[config.mk]
export PLATFORM = sky130hd
export DESIGN_NAME = cpu_bus_decoder
export DESIGN_NICKNAME = d
export VERILOG_FILES = /design/src/rtl/fpga_bus_pkg.sv /design/src/rtl/cpu_bus_decoder.sv
export VERILOG_INCLUDE_DIRS = /design/src /design/src/rtl
export SDC_FILE = /design/constraint.sdc
export NUM_CORES = 1
export LEC_CHECK = 0
export BUFFER_PORTS_ARGS = -buffer_cell sky130_fd_sc_hd__buf_2
export CELL_PAD_IN_SITES_DETAIL_PLACEMENT = 0
export CELL_PAD_IN_SITES_GLOBAL_PLACEMENT = 1
export CORE_MARGIN = 3
export CORE_UTILIZATION = 33
export DETAILED_ROUTE_END_ITERATION = 16
export GPL_TIMING_DRIVEN = 1
export PLACE_DENSITY = 0.69
export SLEW_MARGIN = 30
export SYNTH_ARGS = -nofsm -noshare
export SYNTH_HDL_FRONTEND = slang
export SYNTH_SLANG_ARGS = --single-unit
[constraint.sdc]
create_clock -name CPU_CKIO -period 2.4 [get_ports CPU_CKIO]
set_input_delay 0.12 -clock CPU_CKIO [delete_from_list [all_inputs] [get_ports CPU_CKIO]]
set_output_delay 0.12 -clock CPU_CKIO [all_outputs]
set_load 0.05 [all_outputs]
[src/rtl/fpga_bus_consts.svh]
`ifndef FPGA_BUS_CONSTS_SVH
`define FPGA_BUS_CONSTS_SVH

// target select codes on CPU_ADDR[16:15]
`define BRAM_SELECT_CONTROLLER 2'd0
`define BRAM_SELECT_MOD 2'd1
`define BRAM_SELECT_NORMAL 2'd2

// controller register map in word addresses
`define ADDR_CTL_FLAG 14'h000
`define ADDR_MOD_MEM_WR_PAGE 14'h001
`define ADDR_MOD_CYCLE 14'h002
// divider is split into two 16-bit halves
`define ADDR_MOD_FREQ_DIV_0 14'h003
`define ADDR_MOD_FREQ_DIV_1 14'h004
// read-only identification word
`define ADDR_FPGA_INFO 14'h005

`define FPGA_INFO_WORD 16'h00A5

// control flag bit that picks the drive read page
`define CTL_FLAG_DRIVE_PAGE_BIT 0

// modulation memory words per page
// each word carries two 8-bit samples
`define MOD_WORDS_PER_PAGE 2048

// drive entries per page
`define NUM_TRANSDUCERS 256

`endif

[src/rtl/fpga_bus_pkg.sv]
`default_nettype none

package fpga_bus_pkg;

  // one transducer drive setting
  // intensity sits in the upper byte
  typedef struct packed {
    logic [7:0] intensity;
    logic [7:0] phase;
  } drive_entry_t;

  // two modulation samples in one bus word
  // sample_lo holds the even sample index
  typedef struct packed {
    logic [7:0] sample_hi;
    logic [7:0] sample_lo;
  } mod_pair_t;

  // the 16-bit CPU data word
  // drive memory and modulation memory see it differently
  typedef union packed {
    logic [15:0] raw;
    drive_entry_t drive;
    mod_pair_t mod;
  } bus_word_u;

  // decoded write broadcast to every target
  // wr is high for exactly one cycle per CPU write
  typedef struct packed {
    logic wr;
    // target select code
    logic [1:0] sel;
    // word address inside the target
    logic [13:0] addr;
    bus_word_u data;
  } bus_wr_t;

endpackage

`default_nettype wire

[src/rtl/cpu_bus_decoder.sv]
`default_nettype none

`include "fpga_bus_consts.svh"

module cpu_bus_decoder (
  input wire CPU_CKIO,
  input wire rst_n,
  input wire [16:1] cpu_addr,
  input wire cpu_cs1_n,
  input wire cpu_we0_n,
  input wire cpu_rd_n,
  input wire [15:0] cpu_data_in,
  input wire [15:0] reg_rdata,
  output fpga_bus_pkg::bus_wr_t bus_wr,
  output logic [13:0] rd_addr,
  output logic [15:0] cpu_data_out
);
  import fpga_bus_pkg::*;

  // strobes after one register stage
  logic cs_q;
  logic we_q;
  logic rd_q;
  // previous registered write strobe for edge detect
  logic we_qq;
  // address and data sampled with the strobes
  logic [16:1] addr_q;
  bus_word_u data_q;
  // write broadcast fields
  logic wr_pulse;
  logic [1:0] wr_sel;
  logic [13:0] wr_addr;
  bus_word_u wr_data;
  // select code of the held read address
  logic [1:0] rd_sel;
  logic wr_start;

  // falling edge of registered WE while CS is low
  assign wr_start = ~cs_q & ~we_q & we_qq;

  // strobes idle high
  always_ff @(posedge CPU_CKIO) begin
    if (!rst_n) begin
      cs_q <= 1'b1;
      we_q <= 1'b1;
      we_qq <= 1'b1;
      rd_q <= 1'b1;
    end else begin
      cs_q <= cpu_cs1_n;
      we_q <= cpu_we0_n;
      we_qq <= we_q;
      rd_q <= cpu_rd_n;
    end
  end

  always_ff @(posedge CPU_CKIO) begin
    addr_q <= cpu_addr;
    data_q.raw <= cpu_data_in;
  end

  // one pulse per write cycle
  // held WE does not retrigger
  always_ff @(posedge CPU_CKIO) begin
    if (!rst_n) begin
      wr_pulse <= 1'b0;
    end else begin
      wr_pulse <= wr_start;
    end
  end

  // payload captured alongside the pulse
  always_ff @(posedge CPU_CKIO) begin
    if (wr_start) begin
      wr_sel <= addr_q[16:15];
      wr_addr <= addr_q[14:1];
      wr_data <= data_q;
    end
  end

  assign bus_wr = '{wr: wr_pulse, sel: wr_sel, addr: wr_addr, data: wr_data};

  // read address held until the next read cycle
  always_ff @(posedge CPU_CKIO) begin
    if (!rst_n) begin
      rd_addr <= '0;
      rd_sel <= `BRAM_SELECT_CONTROLLER;
    end else if (~cs_q & we_q & ~rd_q) begin
      rd_addr <= addr_q[14:1];
      rd_sel <= addr_q[16:15];
    end
  end

  // only the register bank is readable
  always_ff @(posedge CPU_CKIO) begin
    if (!rst_n) begin
      cpu_data_out <= '0;
    end else if (rd_sel == `BRAM_SELECT_CONTROLLER) begin
      cpu_data_out <= reg_rdata;
    end else begin
      cpu_data_out <= '0;
    end
  end

endmodule

`default_nettype wire

* After elaboration in Yosys (flattened, before gate mapping)
Cells that the tools add are included. Widths: inputs -> output; s select.
Storage, ports and cells: input port bits 53, bits in writable memories 0, memory bits (read-only) 0, memories kept 0, latch bits 0, word-level logic and storage cells 22, flip-flop bits (word level) 101, output and inout bits 63
Operators by class: $add $sub $neg 0, eq/ne operators 0, magnitude comparators 0, shifts and indexed selects 0, reduce and logical (&&, ||, !) cells 2, multiply operators 0, bitwise gates (word level) 7, divide/modulo/power cells 0, multiplexer cells 0
Operator list (number):
- $and 1x1->1 | 4
- $not 1->1 | 3
- $logic_not 2->1 | 1
- $reduce_and 2->1 | 1

* Longest topological paths before layout
Gate-level depths: netlist of run 1.
word-level depth 3, gate-level depth with buffers 4, mapped depth without buffers 2

* Least setup slack after synthesis of run 1
OpenSTA, ideal clock, no wires.
path type register to register, start point register cs_q, end point register wr_addr[0] (enable), data arrival time 1.806 ns, required time 1.979 ns, path slack 0.173 ns, period minus slack after synthesis 2.227 ns, library setup time 0.421 ns, buffers on the path 0, cell stages (with the launch flop) 3, cell sequence dfxtp_1 > nand2b_1 > nor2_1
Between the ends: word-level cells in the longest chain between the ends 3
Ends and longest elaborated chain:
- start, declared | RTL line cpu_bus_decoder.sv:21 | logic cs_q;
- start signal, assigned | RTL line cpu_bus_decoder.sv:49 | cs_q <= cpu_cs1_n;
- $not 1->1 | RTL line cpu_bus_decoder.sv:39 | assign wr_start = ~cs_q & ~we_q & we_qq;
- $and 1x1->1 (2 in series) | RTL line cpu_bus_decoder.sv:39
- named net wr_start | RTL line cpu_bus_decoder.sv:36 | logic wr_start;
- end signal, assigned | RTL line cpu_bus_decoder.sv:75 | wr_addr <= addr_q[14:1];
- end, declared | RTL line cpu_bus_decoder.sv:32 | logic [13:0] wr_addr;
The timed path passes the listed nets, and every way through them passes these cells. A chain may end at the register's enable or synchronous reset.

* Worst setup path after layout of run 1
start point register cs_q, end point register wr_sel[0] (enable)
Between the ends: word-level cells in the longest chain between the ends 3
Ends and longest elaborated chain:
- $not 1->1 | RTL line cpu_bus_decoder.sv:39
- $and 1x1->1 (2 in series) | RTL line cpu_bus_decoder.sv:39
- named net wr_start | RTL line cpu_bus_decoder.sv:36
- end signal, assigned | RTL line cpu_bus_decoder.sv:74 | wr_sel <= addr_q[16:15];
- end, declared | RTL line cpu_bus_decoder.sv:31 | logic [1:0] wr_sel;
The timed path passes the listed nets, and every way through them passes these cells.

==> results of run 1 <==
worst max-delay path by stage:
stage | slack, ns | end | depth (start not counted) | startpoint
floorplan | 0.17 | wr_addr[0]$_DFFE_PP_ | 2 | cs_q$_SDFF_PN1_
global placement | 0.84 | wr_data[8]$_DFFE_PP_ | 3 | cs_q$_SDFF_PN1_
detailed placement | 0.82 | wr_data[8]$_DFFE_PP_ | 3 | cs_q$_SDFF_PN1_
CTS | 0.80 | wr_data[3]$_DFFE_PP_ | 3 | cs_q$_SDFF_PN1_
global route | 0.72 | wr_sel[0]$_DFFE_PP_ | 3 | cs_q$_SDFF_PN1_
finish | 0.83 | wr_sel[0]$_DFFE_PP_ | 3 | cs_q$_SDFF_PN1_
metrics by stage:
step | cells | util [%]
3_3_place_gp | 397 | 42.6
5_1_grt | 464 | 50.9
3_5_place_dp | 397 | 42.6
2_1_floorplan | 182 | -
6_report | 464 | 50.9
4_1_cts | 464 | 50.9
cell type report:
| type | instances | area [um2] | share of cell area, % |
|---|---|---|---|
| multi-input combinational | 73 | 464 | 11.0 |
| clock inverter | 6 | 46.3 | 1.10 |
| tap | 105 | 131 | 3.11 |
| sequential | 101 | 2340 | 55.5 |
| timing repair buffer | 169 | 1110 | 26.3 |
| clock buffer | 10 | 128 | 3.02 |
power by group through the flow:
stage	clock network, mW	logic [mW]	registers (mW)
after floorplan	0	0.0484	1.98
after global placement	0	0.224	1.88
after detailed placement	0	0.226	1.89
after CTS	0.995	0.291	1.85
after global routing	1.06	0.309	1.85
final	0.950	0.288	1.84
timing repair:
| item | in CTS | in global routing |
|---|---|---|
| hold buffers | 51 | 0 |
| buffers inserted | 0 | 0 |
| hold endpoints to repair | 51 | 0 |
state kept, by name (all words and copies together) (netlist names):
name	count
we_q	1
wr_data	16
wr_sel	2
cs_q	1
cpu_data_out	16
rd_addr	14
we_qq	1
data_q	16
addr_q	16
wr_addr	14
wr_pulse	1
rd_q	1
rd_sel	2
metal layers:
| metal | vias up | global-route usage [%] | wire length, um |
|---|---|---|---|
| met1 | 834 | 14.2 | 2410 |
| met2 | 74 | 20.9 | 2880 |
| met3 | 4 | 4.18 | 451 |
| met4 | 0 | 4.73 | 42 |
| li1 | 943 | - | - |
| met5 | - | 0 | 0 |
cell families after synthesis:
family / synth area share, %
buffers and inverters: 2.19
muxes: 5.61
DFF: 82.0
and+or+nand+nor: 10.2
synthesized netlist by cell type:
cell type / n / area (um2)
buf_4: 3 / 22.5
mux2i_1: 16 / 160
buf_8: 1 / 15.0
nor3b_2: 1 / 12.5
dfxtp_1: 69 / 1380
nand2b_1: 5 / 31.3
edfxtp_1: 32 / 961
clkbuf_1: 1 / 3.75
nor3b_4: 1 / 18.8
nand2_1: 32 / 120
nor2_1: 2 / 7.51
and2_1: 16 / 100
buf_6: 1 / 11.3
buf_2: 2 / 10.0
==> impl_metrics.tcl, run 1 <==
set metrics [dict create \
    first_iter_violations 50 \
    p_seq_share_pct 59.8 \
    synth_cell_types 14 \
    firstDrtPassIters 4 \
    final_cell_mix "buf_2, dfxtp_1, dlygate4sd3_1" \
    cp.arrival_ns 1.61 \
    gp_congestion 0.723 \
    cts_tree "done" \
    antennaDiodeCount 0 \
    initial_core_util_pct 34.4 \
    setup_ws_ns 0.827 \
    worst_pin_slew_ns 0.526 \
    worstPathCellList "nand2b_1 -> nor2_4 -> buf_4" \
    routed_wl_um 5780 \
    htree_levels 3 \
    grt_max_degree 23 \
    yosysSeqAreaShare_pct 82.0 \
    num_vias 1855 \
    grt_pass1_vias 1939 \
    cp-start-kind "flip-flop" \
    drc 0 \
    pwr-share-clk_pct 30.8 \
    antenna_found_initial 0 \
    maxCapViolCount 0 \
    end_kind "flip-flop" \
    fp.dieArea_mm2 0.00980 \
    syn_inst 182 \
    cts_resized 0 \
    worst_path_max_delay_cell "nor2_4" \
    critPathMaxFanout 19 \
    critical_path_buf_inv_count 1 \
    clk_pin_slew_ns 0.09 \
    min_to "cs_q$_SDFF_PN1_" \
    clock_sinks 101 \
    min_path_type "primary input to flip-flop" \
    gr-total-overflow 0 \
    powerDensity_mw_per_mm2 731 \
    required_ns 2.43 \
    ir_drop_v 0.000307 \
    rows 33 \
    combPwrFrac_pct 9.3 \
    synthesis.area_mm2 0.00286 \
    tns_ns 0 \
    p_leak_nw 1.82 \
    switchingPower_mw 0.749 \
    fin_area_mm2 0.00422 \
    r2r_end "wr_sel[0]$_DFFE_PP_" \
    cts_root_buf "clkbuf_8" \
    rsz0062_at_grt "false" \
    postPlaceCellArea_mm2 0.00354 \
    ant_nets 0 \
    r2r_setup_slack_ns 0.83 \
    hold_ws_ns 0.0957 \
    path_delay_family "simple AND/OR/NAND/NOR gates" \
    clk_latency_ns 0.35 \
    fillerInstances 757 \
    min_path_cells 2 \
    wl_per_cell_um 12.5 \
    final_max_slew_viol_count 0 \
    coreArea_mm2 0.00830 \
    die_h_um 99.0 \
    area_growth_pct 47.8 \
    port_buffers 115 \
    hpwl_um 4000 \
    preCtsSetupSlack_ns 0.817 \
    grt_pass1_wl_um 9170 \
    rr_worst_depth 3 \
    viasPerCell 4.00 \
    drive_gt1_share_pct 37.6 \
    synth_fp_nets 235 \
    grt.total_usage_pct 12.3 \
    p_int_mw 2.33 \
    critical_path_class "flip-flop to flip-flop" \
    outcome "complete, no violations" \
    mostFrequentLayoutCell "buf_2" \
    fin_crit_sh_pct 65.6 \
    ys.warnings.count 0 \
    finalSetupViolCount 0 \
    critPathMaxStageDelay_ns 0.36 \
    die_w_um 99.0 \
    cts_buffers 9 \
    period_needed_ns 1.57 \
    cts.path.max_buffers 2 \
    min-delay-start "rst_n" \
    synth-seq-cells 101 \
    avgSynthCellArea_um2 15.7 \
    fmax_mhz 636 \
    pin_count 116 \
    p_sw_share_pct 24.3 \
    finalPower_mw 3.08 \
    r2r_start "cs_q$_SDFF_PN1_" \
    max_slew_margin_pct 64.9 \
    clock_skew_ns 0.0120 \
    nNetsFinal 407 \
    hold_violations 0 \
]
No activity file was read; power rests on OpenSTA's default activity.
==> run 2, diff against run 1 <==
Settings changed: CORE_UTILIZATION 33 to 37, PLACE_DENSITY 0.69 to 0.74.
Clock period 2.4 ns to 1.6 ns, I/O delays scaled along.
==> run 2 against run 1 <==
- maximum frequency up 32%
- sequential power up 50%
- wire length down 3.2%
- die area down 10%
- final cell count down 0.86%
- core utilization up 6.6 points
- critical endpoint is now rd_addr[2]$_SDFFE_PN0P_
- largest cell class unchanged
- largest power group unchanged
==> impl_metrics.tcl, run 2 (synthesis results as in run 1) <==
set metrics [dict create \
    fillerInstances 627 \
    hold_violations 0 \
    num_vias 1848 \
    ir_drop_v 0.000540 \
    grt.total_usage_pct 13.3 \
    end_kind "flip-flop" \
    routed_wl_um 5600 \
    worst_path_max_delay_cell "dfxtp_1" \
    finalPower_mw 4.59 \
    tns_ns 0 \
    clock_skew_ns 0.00836 \
    hpwl_um 3480 \
    port_buffers 115 \
    path_delay_family "flip-flops" \
    post_cts_buffers 0 \
    r2r_setup_slack_ns 0.41 \
    firstDrtPassIters 4 \
    max_slew_margin_pct 65.1 \
    viasPerCell 4.02 \
    fmax_mhz 837 \
    period_needed_ns 1.19 \
    min_path_cells 3 \
    final_util_pct 57.5 \
    cts.path.max_buffers 2 \
    cts_buffers 9 \
    powerDensity_mw_per_mm2 1080 \
    cts_tree "done" \
    worst_pin_slew_ns 0.524 \
    area_growth_pct 48.3 \
    min_to "rd_q$_SDFF_PN1_" \
    htree_levels 3 \
    outcome "complete, no violations" \
    r2r_start "we_q$_SDFF_PN1_" \
    fin_crit_sh_pct 74.6 \
    critical_path_buf_inv_count 1 \
    clock_sinks 101 \
    initial_core_util_pct 38.7 \
    die_w_um 93.8 \
    critical_path_class "flip-flop to flip-flop" \
    drc 0 \
    coreArea_mm2 0.00737 \
    grt_max_degree 33 \
    cp.depth 3 \
    clk_latency_ns 0.34 \
    final_max_slew_viol_count 0 \
    finalSetupViolCount 0 \
    gp_congestion 0.686 \
    nNetsFinal 408 \
    grt_pass1_vias 1871 \
    worstPathCellList "nor3b_4 -> buf_4 -> mux2i_1" \
    min_path_type "primary input to flip-flop" \
    final_cells 460 \
    p_leak_nw 1.83 \
    first_iter_violations 52 \
    critPathMaxStageDelay_ns 0.40 \
    pin_count 116 \
    gr-total-overflow 0 \
    rsz0062_at_grt "false" \
    cp-start-kind "flip-flop" \
    dp_cells 392 \
    clk_pin_slew_ns 0.09 \
    cts_root_buf "clkbuf_8" \
    wl_per_cell_um 12.2 \
    drive_gt1_share_pct 38.1 \
    mostFrequentLayoutCell "buf_2" \
    min-delay-start "rst_n" \
    r2r_end "rd_addr[2]$_SDFFE_PN0P_" \
    critPathMaxFanout 16 \
    rr_worst_depth 3 \
    rows 31 \
    ant_nets 0 \
    final_cell_mix "buf_2, dfxtp_1, dlygate4sd3_1" \
    fp.dieArea_mm2 0.00881 \
    die_h_um 93.8 \
    grt_pass1_wl_um 8830 \
    required_ns 1.87 \
    maxCapViolCount 0 \
    cp.arrival_ns 1.47 \
    antenna_found_initial 0 \
]
==> run 2: cell types whose count changed in the layout (fill, tap and decap cells not counted), sizes merged <==
cell / before / now
buf: 118 / 119
clkbuf: 10 / 9
clkinv: 2 / 4
clkinvlp: 1 / 2
diode: 0 / 1
inv: 3 / 1
==> run 2: cell type report <==
class | instances | area [um2] | share of cell area (%)
Clock buffer | 9 | 124 | 2.92
Clock inverter | 7 | 50.0 | 1.18
Timing Repair Buffer | 170 | 1130 | 26.6
Multi-Input combinational cell | 73 | 464 | 11.0
Antenna cell | 1 | 2.50 | 0.0591
Sequential cell | 101 | 2340 | 55.3
Tap cell | 99 | 124 | 2.92
==> run 2: how the worst max path moves through the flow <==
stage / start / end / slack (ns)
floorplan: cs_q$_SDFF_PN1_ / wr_addr[0]$_DFFE_PP_ / 0.23
global placement: cs_q$_SDFF_PN1_ / wr_data[14]$_DFFE_PP_ / 0.45
detailed placement: we_q$_SDFF_PN1_ / rd_addr[9]$_SDFFE_PN0P_ / 0.42
CTS: we_q$_SDFF_PN1_ / rd_addr[11]$_SDFFE_PN0P_ / 0.39
global route: we_q$_SDFF_PN1_ / rd_sel[0]$_SDFFE_PN0P_ / 0.28
finish: we_q$_SDFF_PN1_ / rd_addr[2]$_SDFFE_PN0P_ / 0.41
==> run 2: routing by layer <==
metal | up-vias | global-route usage (%) | share of wire [%] | wire, um
met5 | - | 0 | 0 | 0
met4 | 0 | 6.62 | 1.9 | 105
met3 | 12 | 3.93 | 7.3 | 407
met2 | 73 | 22.1 | 49 | 2720
met1 | 816 | 15.7 | 42 | 2360
li1 | 947 | - | - | -
==> run 2: metrics by stage <==
step	setup WS [ns]	instance area, um2	hold WS, ns
global placement	0.451	3550	0.182
CTS	0.391	4230	0.108
finish	0.406	4240	0.126
floorplan	0.230	2860	0.108
global route	0.284	4230	0.116
detailed placement	0.417	3550	0.184
==> run 2: power by group <==
part | internal (mW) | leakage (nW) | switching, mW
Clock | 0.568 | 0.0833 | 0.825
Sequential | 2.73 | 0.864 | 0.0306
Combinational | 0.189 | 0.879 | 0.248
==> run 2: worst register-to-register path, cell delays in order (launching register included) <==
cell	delay, ns
dfxtp_1	0.40
nor3b_4	0.20
buf_4	0.31
mux2i_1	0.23
==> run 2: repair_timing <==
| action | 4_1_cts | 5_1_grt |
|---|---|---|
| endpoints found under the hold margin | 51 | 0 |
| gates resized for setup | 0 | 0 |
| hold buffers | 51 | 0 |
