`src/rtl/fpga_bus_consts.svh`:
```
`ifndef FPGA_BUS_CONSTS_SVH
`define FPGA_BUS_CONSTS_SVH

// target select codes on CPU_ADDR[16:15]
`define BRAM_SELECT_CONTROLLER 2'd0
`define BRAM_SELECT_MOD 2'd1
`define BRAM_SELECT_NORMAL 2'd2

// controller register map in word addresses
`define ADDR_CTL_FLAG 14'h000
`define ADDR_MOD_MEM_WR_PAGE 14'h001
`define ADDR_MOD_CYCLE 14'h002
// divider is split into two 16-bit halves
`define ADDR_MOD_FREQ_DIV_0 14'h003
`define ADDR_MOD_FREQ_DIV_1 14'h004
// read-only identification word
`define ADDR_FPGA_INFO 14'h005

`define FPGA_INFO_WORD 16'h00A5

// control flag bit that picks the drive read page
`define CTL_FLAG_DRIVE_PAGE_BIT 0

// modulation memory words per page
// each word carries two 8-bit samples
`define MOD_WORDS_PER_PAGE 2048

// drive entries per page
`define NUM_TRANSDUCERS 256

`endif

```
`src/rtl/fpga_bus_pkg.sv`:
```
`default_nettype none

package fpga_bus_pkg;

  // one transducer drive setting
  // intensity sits in the upper byte
  typedef struct packed {
    logic [7:0] intensity;
    logic [7:0] phase;
  } drive_entry_t;

  // two modulation samples in one bus word
  // sample_lo holds the even sample index
  typedef struct packed {
    logic [7:0] sample_hi;
    logic [7:0] sample_lo;
  } mod_pair_t;

  // the 16-bit CPU data word
  // drive memory and modulation memory see it differently
  typedef union packed {
    logic [15:0] raw;
    drive_entry_t drive;
    mod_pair_t mod;
  } bus_word_u;

  // decoded write broadcast to every target
  // wr is high for exactly one cycle per CPU write
  typedef struct packed {
    logic wr;
    // target select code
    logic [1:0] sel;
    // word address inside the target
    logic [13:0] addr;
    bus_word_u data;
  } bus_wr_t;

endpackage

`default_nettype wire

```
`src/rtl/controller_regs.sv`:
```
`default_nettype none

`include "fpga_bus_consts.svh"

module controller_regs (
  input wire CPU_CKIO,
  input wire rst_n,
  input wire fpga_bus_pkg::bus_wr_t bus_wr,
  input wire [13:0] rd_addr,
  output logic [15:0] reg_rdata,
  output logic mod_wr_page,
  output logic drive_page,
  output logic [15:0] mod_cycle,
  output logic [31:0] mod_freq_div
);

  // register storage
  logic [15:0] ctl_flag;
  logic [15:0] mod_mem_wr_page;
  logic [15:0] mod_freq_div_0;
  logic [15:0] mod_freq_div_1;
  // write pulse aimed at this bank
  logic ctl_wr;

  assign ctl_wr = bus_wr.wr & (bus_wr.sel == `BRAM_SELECT_CONTROLLER);

  // address decode on the write pulse
  always_ff @(posedge CPU_CKIO) begin
    if (!rst_n) begin
      ctl_flag <= '0;
      mod_mem_wr_page <= '0;
      mod_cycle <= '0;
      mod_freq_div_0 <= '0;
      mod_freq_div_1 <= '0;
    end else if (ctl_wr) begin
      case (bus_wr.addr)
        `ADDR_CTL_FLAG: ctl_flag <= bus_wr.data.raw;
        `ADDR_MOD_MEM_WR_PAGE: mod_mem_wr_page <= bus_wr.data.raw;
        `ADDR_MOD_CYCLE: mod_cycle <= bus_wr.data.raw;
        `ADDR_MOD_FREQ_DIV_0: mod_freq_div_0 <= bus_wr.data.raw;
        `ADDR_MOD_FREQ_DIV_1: mod_freq_div_1 <= bus_wr.data.raw;
        // info word and unmapped addresses drop the write
        default: begin
        end
      endcase
    end
  end

  // read mux on the held read address
  always_comb begin
    case (rd_addr)
      `ADDR_CTL_FLAG: reg_rdata = ctl_flag;
      `ADDR_MOD_MEM_WR_PAGE: reg_rdata = mod_mem_wr_page;
      `ADDR_MOD_CYCLE: reg_rdata = mod_cycle;
      `ADDR_MOD_FREQ_DIV_0: reg_rdata = mod_freq_div_0;
      `ADDR_MOD_FREQ_DIV_1: reg_rdata = mod_freq_div_1;
      `ADDR_FPGA_INFO: reg_rdata = `FPGA_INFO_WORD;
      default: reg_rdata = '0;
    endcase
  end

  // drive read page from the flag register
  assign drive_page = ctl_flag[`CTL_FLAG_DRIVE_PAGE_BIT];

  // only two modulation pages exist
  assign mod_wr_page = mod_mem_wr_page[0];

  // halves joined for the downstream divider
  assign mod_freq_div = {mod_freq_div_1, mod_freq_div_0};

endmodule

`default_nettype wire

```
`config.mk`:
```
export PLATFORM = sky130hd
export DESIGN_NAME = controller_regs
export DESIGN_NICKNAME = d
export VERILOG_FILES = /design/src/rtl/fpga_bus_pkg.sv /design/src/rtl/controller_regs.sv
export VERILOG_INCLUDE_DIRS = /design/src /design/src/rtl
export SDC_FILE = /design/constraint.sdc
export NUM_CORES = 1
export LEC_CHECK = 0
export ABC_AREA = 0
export BUFFER_PORTS_ARGS = -buffer_cell sky130_fd_sc_hd__buf_2
export CAP_MARGIN = 20
export CORE_MARGIN = 1
export CORE_UTILIZATION = 51
export CTS_CLUSTER_SIZE = 12
export DETAILED_ROUTE_END_ITERATION = 16
export PLACE_DENSITY = 0.8
export SETUP_SLACK_MARGIN = 0.4
export SKIP_CTS_REPAIR_TIMING = 1
export SLEW_MARGIN = 20
export SYNTH_ARGS = -nofsm -noshare
export SYNTH_HDL_FRONTEND = slang
export SYNTH_SLANG_ARGS = --single-unit
```
`constraint.sdc`:
```
create_clock -name CPU_CKIO -period 3.7 [get_ports CPU_CKIO]
set_input_delay 0.74 -clock CPU_CKIO [delete_from_list [all_inputs] [get_ports CPU_CKIO]]
set_output_delay 0.74 -clock CPU_CKIO [all_outputs]
set_load 0.01 [all_outputs]
```
# [Word-level counts from Yosys, hierarchy flattened]
# Index checks and enable logic that the tools add are counted.
[word_totals] regBits=80 inputBits=49 output_inout_bits=66 word_cells=24
[op_classes] n_eq_ne=9 muxes=1 n_bitwise=1 n_reduce_logical=8
[ops] op="$pmux 16 s6" n=1
[ops] op="$eq 14x2->1 const B" n=4
[ops] op="$eq 14x3->1 const B" n=3
[ops] op="$eq 14x1->1 const B" n=2
[ops] op="$logic_not 14->1" n=2
[ops] op="$reduce_and 2->1" n=5
[ops] op="$logic_not 2->1" n=1
[ops] op="$and 1x1->1" n=1

# [Depth between registers and ports, before layout]
# Gate-level depths: netlist of the first run.
[depth] ltp_word=3 depth_mapped=6 depth_no_buf=4

# [Worst setup path before layout of the first run]
# OpenSTA, ideal clock, no wires.
[synth_path] path_type="in2out" from="input rd_addr[1]" to="output reg_rdata[10]" arrival_time_ns=2.392 required_time_ns=2.960 setup_slack_ns=0.568 cell_stages=6 n_path_buf=2 path_cell_list="buf_2 or4b_2 nor4_2 buf_2 a22oi_1 o21ai_0"
[synth_between] elab_chain_cells=2 elab_cells_between_ends=7
[synth_rtl] element="from (decl)" line="controller_regs.sv:9" text="input wire [13:0] rd_addr,"
[synth_rtl] element="$eq 14x3->1 (tied with other cells)" line="controller_regs.sv:51" text="case (rd_addr)"
[synth_rtl] element="$pmux 16 s6 (*)" line="controller_regs.sv:51"
[synth_rtl] element="to (decl)" line="controller_regs.sv:10" text="output logic [15:0] reg_rdata,"
# Every way passes the cells marked *; elsewhere a longest branch is shown, timed or not.

# [Worst setup path after layout of the first run]
[layout_path] from="input rd_addr[5]" to="output reg_rdata[5]"
# The elaborated chain is that of the path after synthesis.

==> results of run 1 <==
[tightest hold or removal path: cells and delay by family (launching register included)]
family | cells | cell delay (ns)
DFF | 1 | 0.31
and+or+nand+nor | 1 | 0.05
muxes | 1 | 0.05
[power by group through the flow]
stage | Sequential, mW | Combinational (mW) | Clock, mW
after floorplan | 0.880 | 0.0462 | 0
after global placement | 0.880 | 0.0869 | 0
after detailed placement | 0.880 | 0.0896 | 0
after CTS | 0.860 | 0.0902 | 0.707
after global routing | 0.860 | 0.0987 | 0.750
final | 0.860 | 0.0909 | 0.703
[through the flow]
stage / instance area (um^2) / setup WS [ns] / power [mW] / cells / hold WS [ns]
2_1_floorplan: 3716 / 0.5677 / 0.9266 / 378 / 0.4299
3_3_place_gp: 4377 / 0.3599 / 0.9673 / 573 / 0.4416
3_5_place_dp: 4377 / 0.2911 / 0.9700 / 573 / 0.4521
4_1_cts: 4597 / 0.2935 / 1.657 / 589 / 0.4631
5_1_grt: 4609 / 0.3978 / 1.709 / 589 / 0.4858
6_report: 4609 / 0.4917 / 1.654 / 589 / 0.4639
[registers in the layout, indices dropped and copies added (netlist names)]
register and flops:
ctl_flag 16, mod_freq_div_1 16, mod_mem_wr_page 16, mod_freq_div_0 16, mod_cycle 16
[per-layer routing]
metal / global-route usage (%) / share of wire, %
met4: 11.03 / 1.8
met2: 48.15 / 50
met5: 0 / 0
met3: 5.403 / 6.1
met1: 31.42 / 42
[Yosys cell counts (2+ instances only)]
master    number  share of area (%)
a211oi_1       4               0.81
dfxtp_1       80                 43
nand2_1       96                9.7
mux2i_1       80                 22
a22oi_1       24                4.8
buf_6          2               0.61
clkbuf_1      14                1.4
nor3_1         4               0.54
nor4_2         2               0.67
buf_2          3               0.40
a221o_1        4                1.1
or4b_2         2               0.54
mux2_2        16                4.8
buf_4          3               0.61
nor3_4         2               0.88
o21ai_0       11                1.5
nor4_1         3               0.51
nor2_4         2               0.61
or4_1          2               0.40
buf_1          3               0.30
nor4b_1        5                1.2
[kinds of logic (layout without fill, tap and decap cells)]
kind of cell	count (synthesis)	after routing	synth area share (%)
DFF	80	80	43.10
buffers and inverters	27	142	4.006
AOI/OAI and AO/OA	44	44	8.350
and+or+nand+nor	131	131	18.15
muxes	96	96	26.40
[worst max path at each step]
stage	startpoint	endpoint	cells past startpoint
global placement	rd_addr[5]	reg_rdata[2]	6
floorplan	rd_addr[1]	reg_rdata[10]	6
global route	rd_addr[11]	reg_rdata[4]	8
detailed placement	rd_addr[5]	reg_rdata[5]	6
finish	rd_addr[5]	reg_rdata[5]	6
CTS	rd_addr[5]	reg_rdata[5]	6
[layout make-up]
type	count	area [um^2]	share of cell area [%]
repair buffers	126	668.1	14.50
well taps	96	120.1	2.606
flip-flops and latches	80	1602	34.74
clock inverters	7	96.34	2.090
clock buffers	9	123.9	2.687
multi-input cells	271	1999	43.38
==> out/results.ini, run 1 <==
[worst_setup_path]
path_common_cell = buf_2
r2r_cells = 2
critPathLaunchType = primary input
cp_data_arrival_time_ns = 2.47
crit_buf_inv = 2
cp_slowest_stage_delay_ns = 0.64
critPathCaptureType = output pin
reg2reg_to = mod_cycle[11]
cp.required_ns = 2.96
cp_max_fo = 16
crit_type = primary input to output pin
path_cells = buf_2 -> or4_1 -> or3_4 -> nor3_1 -> a221o_1 -> buf_2
cpLargestDelayFamily = simple AND/OR/NAND/NOR gates
ff2ff_setup_slack_ns = 3.02
crit_slowest_cell = or4_1
timing.rr.start = mod_cycle[11]

[outcome]
outcome = completed

[floorplan]
die_y_um = 87.36
die_area_um2 = 7632
ioPinCount = 115
core-area_um2 = 6907
fp-row-count = 30
fp.dieW_um = 87.36
start_util_pct = 53.80

[synth]
ys_seq_area_share_pct = 43.10
ys_warn_count = 0
ys_ff_latch = 80
syn_area_um2 = 3716
synthDistinctLibCells = 37
syn_area_per_cell_um2 = 9.831
synth.net_count = 427
synth_cells = 378
synth_ff_type = dfxtp_1
async_flop_share_pct = 0
synth_edf_count = 0

[sta]
setup_tns_ns = 0
fmax_mhz = 311.7
relSlewSlack_pct = 50.83
setup-violations-final = 0
grt_setup_unrepaired = false
clock_skew_ns = 0
finalHoldViolations = 0
maxSlewViolCount = 0
fin_crit_sh_pct = 86.71
min_period_ns = 3.208
worstMarginPinSlew_ns = 0.7358

[place]
gp_congestion = 0.8219
hpwl_um = 6620
portBuffers = 114

[detailed_routing]
post_drt_wl_per_cell_um = 16.84
ant_nets = 0
drc = 0
routed_wl_um = 9921
drtPass1Iterations = 5
vias = 3321
drt-initial-drc-count = 186
vias_per_cell = 5.638

[power]
p_sw_uw = 381.6
pwr-share-clk_pct = 42.5
p_seq_share_pct = 52.0
combPwrFrac_pct = 5.5
power_density_nw_per_um2 = 358.9
cellLeakagePower_nw = 1.830
vdd_ir_drop_max_v = 0.0002944
switching_share_pct = 23.07
power.internal_mw = 1.273

[clock_tree]
htree_levels = 3
cts_tree = yes
cts_root_buf = clkbuf_8
cts_sinks = 80
cts_buffers = 9
clk_latency_ns = 0.35
clkTransAtPathRegs_ns = 0.08
clockBufferDepth = 2

[finish]
fillCellCount = 584
finish.utilization_pct = 66.74
layout_common_cells = 114 x buf_2, 96 x nand2_1, 80 x mux2i_1, 80 x dfxtp_1, 24 x a22oi_1
layout.nets = 537
final_common_cell = buf_2
drive_gt1_share_pct = 35.29
synthToLayoutAreaGrowth_pct = 24.04
n_antenna_cell = 0

[grt]
grt_overflow = 0
grt_max_degree = 43
grt_pass1_vias = 3322
antenna_found_initial = 0
grt_pass1_wl_um = 15810
grt_use_total_pct = 26.98

[min_path]
hp-class = register to register
hold_depth = 2
hp-start = mod_mem_wr_page[3]
min_to = mod_mem_wr_page[3]

[run]
cap_violations = 0

(Power assumes the default switching activity.)
==> run 2, diff against run 1 <==
--- a/config.mk
+++ b/config.mk
@@ -10,10 +10,10 @@
 export BUFFER_PORTS_ARGS = -buffer_cell sky130_fd_sc_hd__buf_2
 export CAP_MARGIN = 20
 export CORE_MARGIN = 1
-export CORE_UTILIZATION = 51
+export CORE_UTILIZATION = 46
 export CTS_CLUSTER_SIZE = 12
 export DETAILED_ROUTE_END_ITERATION = 16
-export PLACE_DENSITY = 0.8
+export PLACE_DENSITY = 0.76
 export SETUP_SLACK_MARGIN = 0.4
 export SKIP_CTS_REPAIR_TIMING = 1
 export SLEW_MARGIN = 20
==> constraint.sdc (replaced) <==
create_clock -name CPU_CKIO -period 2.6 [get_ports CPU_CKIO]
set_input_delay 0.52 -clock CPU_CKIO [delete_from_list [all_inputs] [get_ports CPU_CKIO]]
set_output_delay 0.52 -clock CPU_CKIO [all_outputs]
set_load 0.01 [all_outputs]
==> run 2 against run 1 <==
Effect of this change:
- the run now ends with negative setup slack left
- clock power grew 35%
- wire length grew 1.2%
- combinational power increased by 54%
- first-iteration DRC count is 32% lower
- largest cell class unchanged
==> out/results.ini, run 2 (same netlist as run 1, synthesis figures left out) <==
[finish]
layout.nets = 549  ; +2.2%
layout_common_cells = 103 x buf_2, 96 x nand2_1, 80 x mux2i_1, 80 x dfxtp_1
fin_area_um2 = 5012  ; +8.7%
drive_gt1_share_pct = 41.58  ; +6.3 points
final_common_cell = buf_2
synthToLayoutAreaGrowth_pct = 34.88
n_antenna_cell = 0  ; unchanged

[worst_setup_path]
endpoint = reg_rdata[15]
setup.worst_path.start = rd_addr[6]
critPathLaunchType = primary input
cpLargestDelayFamily = simple AND/OR/NAND/NOR gates
cp.required_ns = 2.08  ; -0.88 ns
cp_data_arrival_time_ns = 2.21  ; -0.26 ns
crit_slowest_cell = or4_4
ff2ff_setup_slack_ns = 1.89  ; -1.13 ns
crit_type = primary input to output pin
path_cells = buf_6 -> or4_4 -> buf_6 -> nor4_4 -> buf_6 -> a22oi_2 -> o21ai_1 -> buf_2
path_common_cell = buf_6
timing.rr.start = mod_freq_div_1[15]
critPathCaptureType = output pin
reg2reg_to = mod_freq_div_1[15]
cp_max_fo = 5  ; -11
crit_cells = 8  ; +2
crit_buf_inv = 4  ; +2
cp_slowest_stage_delay_ns = 0.54  ; -0.10 ns
r2r_cells = 2  ; unchanged

[power]
p_sw_uw = 577.9  ; +51%
pwr-share-clk_pct = 41.1  ; -1.4 points
switching_share_pct = 24.98  ; +1.9 points
vdd_ir_drop_max_v = 0.0004005  ; +36%
combPwrFrac_pct = 6.0  ; +0.5 points
power.internal_mw = 1.736  ; +36%
cellLeakagePower_nw = 1.950  ; +6.6%
power_density_nw_per_um2 = 461.6  ; +29%
p_seq_share_pct = 52.9  ; +0.9 points

[grt]
antenna_found_initial = 0  ; unchanged
grt_use_total_pct = 25.15  ; -1.8 points
grt_pass1_wl_um = 16480  ; +4.2%
grt_pass1_vias = 3285  ; -1.1%
grt_max_degree = 97  ; +130%
grt_overflow = 0  ; unchanged

[clock_tree]
htree_levels = 3  ; unchanged
clkTransAtPathRegs_ns = 0.08  ; about the same
cts_buffers = 9  ; unchanged
cts_tree = yes
clk_latency_ns = 0.36  ; about the same
cts_root_buf = clkbuf_8
clockBufferDepth = 2  ; unchanged
cts_sinks = 80  ; unchanged

[sta]
setup-violations-final = 16  ; +16
worstMarginPinSlew_ns = 0.4084  ; -0.3274 ns
whs_ns = 0.4610  ; -0.002912 ns
relSlewSlack_pct = 72.77  ; +22 points
fin_ws_ns = -0.1254  ; -0.6170 ns
maxSlewViolCount = 0  ; unchanged
grt_setup_unrepaired = true
clock_skew_ns = 0  ; unchanged
finalHoldViolations = 0  ; unchanged
min_period_ns = 2.725
fin_crit_sh_pct = 104.8
fmax_mhz = 366.9

[outcome]
outcome = finished, violations left
violations = negative setup slack

[place]
placed_cell_area_um2 = 4707  ; +7.5%
portBuffers = 114  ; unchanged
hpwl_um = 6971  ; +5.3%
gp_congestion = 0.8216  ; about the same

[floorplan]
ioPinCount = 115  ; unchanged
fp.dieW_um = 91.88  ; +5.2%
start_util_pct = 47.84  ; -6.0 points
die_area_um2 = 8442  ; +11%
die_y_um = 91.88  ; +5.2%
core-area_um2 = 7767  ; +12%
fp-row-count = 32  ; +6.7%

[min_path]
hp-class = register to register

[detailed_routing]
vias_per_cell = 5.437  ; -3.6%
drc = 0  ; unchanged
post_drt_wl_per_cell_um = 16.55  ; -1.8%
drt-initial-drc-count = 127  ; -32%
drtPass1Iterations = 5  ; unchanged
routed_wl_um = 10050  ; +1.2%
vias = 3300  ; -0.63%
ant_nets = 0  ; unchanged

[run]
cap_violations = 0  ; unchanged

-- run 2: cell count changes in the layout (fill, tap and decap cells not counted), sizes merged --
cell and delta:
bufinv -1, buf +12, clkinvlp -3, clkinv +1
inv +3
-- run 2: through the flow --
| step | cells | utilization [%] | worst slack, ns | power (mW) | setup TNS [ns] |
|---|---|---|---|---|---|
| after floorplan | 378 | - | 0.1522 | 1.323 | 0 |
| after global placement | 590 | 60.60 | -0.1117 | 1.387 | -1.418 |
| after detailed placement | 590 | 60.60 | -0.1518 | 1.391 | -1.845 |
| after CTS | 606 | 63.21 | -0.1542 | 2.330 | -1.914 |
| after global routing | 607 | 64.53 | -0.1718 | 2.407 | -2.225 |
| final | 607 | 64.53 | -0.1254 | 2.314 | -1.326 |
-- run 2: area by class of cell --
type	instances	area [um^2]
clock buffer	9	123.9
clock inverter	7	78.83
fill	646	2755
multi-input combinational	271	2187
sequential	80	1602
tap	102	127.6
timing repair buffer	138	893.4
-- run 2: worst min-delay path, delay by kind of cell (launching register included) --
kind          cells  cell delay, ns
flops             1            0.32
mux               1            0.05
simple gates      1            0.05
-- run 2: worst min path at each step --
stage,start,endpoint,slack (ns),cells after the start
2_1_floorplan,ctl_flag[2],ctl_flag[2],0.43,2
3_5_place_dp,ctl_flag[7],ctl_flag[7],0.44,2
6_report,ctl_flag[4],ctl_flag[4],0.46,2
5_1_grt,ctl_flag[6],ctl_flag[6],0.49,2
4_1_cts,ctl_flag[7],ctl_flag[7],0.46,2
3_3_place_gp,mod_mem_wr_page[15],mod_mem_wr_page[15],0.44,2
-- run 2: metal layers --
| layer | global-route usage (%) | up-vias | part of all wire [%] |
|---|---|---|---|
| li1 | - | 1589 | - |
| met3 | 4.395 | 13 | 3.4 |
| met1 | 31.88 | 1618 | 45 |
| met2 | 42.79 | 80 | 50 |
| met4 | 8.984 | 0 | 1.4 |
| met5 | 0 | - | 0 |
-- run 2: power groups by stage --
stage / clock [mW] / combinational (mW) / sequential [mW]
2_1_floorplan: 0 / 0.0704 / 1.25
3_3_place_gp: 0 / 0.135 / 1.25
3_5_place_dp: 0 / 0.138 / 1.25
4_1_cts: 0.968 / 0.138 / 1.22
5_1_grt: 1.03 / 0.152 / 1.22
6_report: 0.950 / 0.140 / 1.22
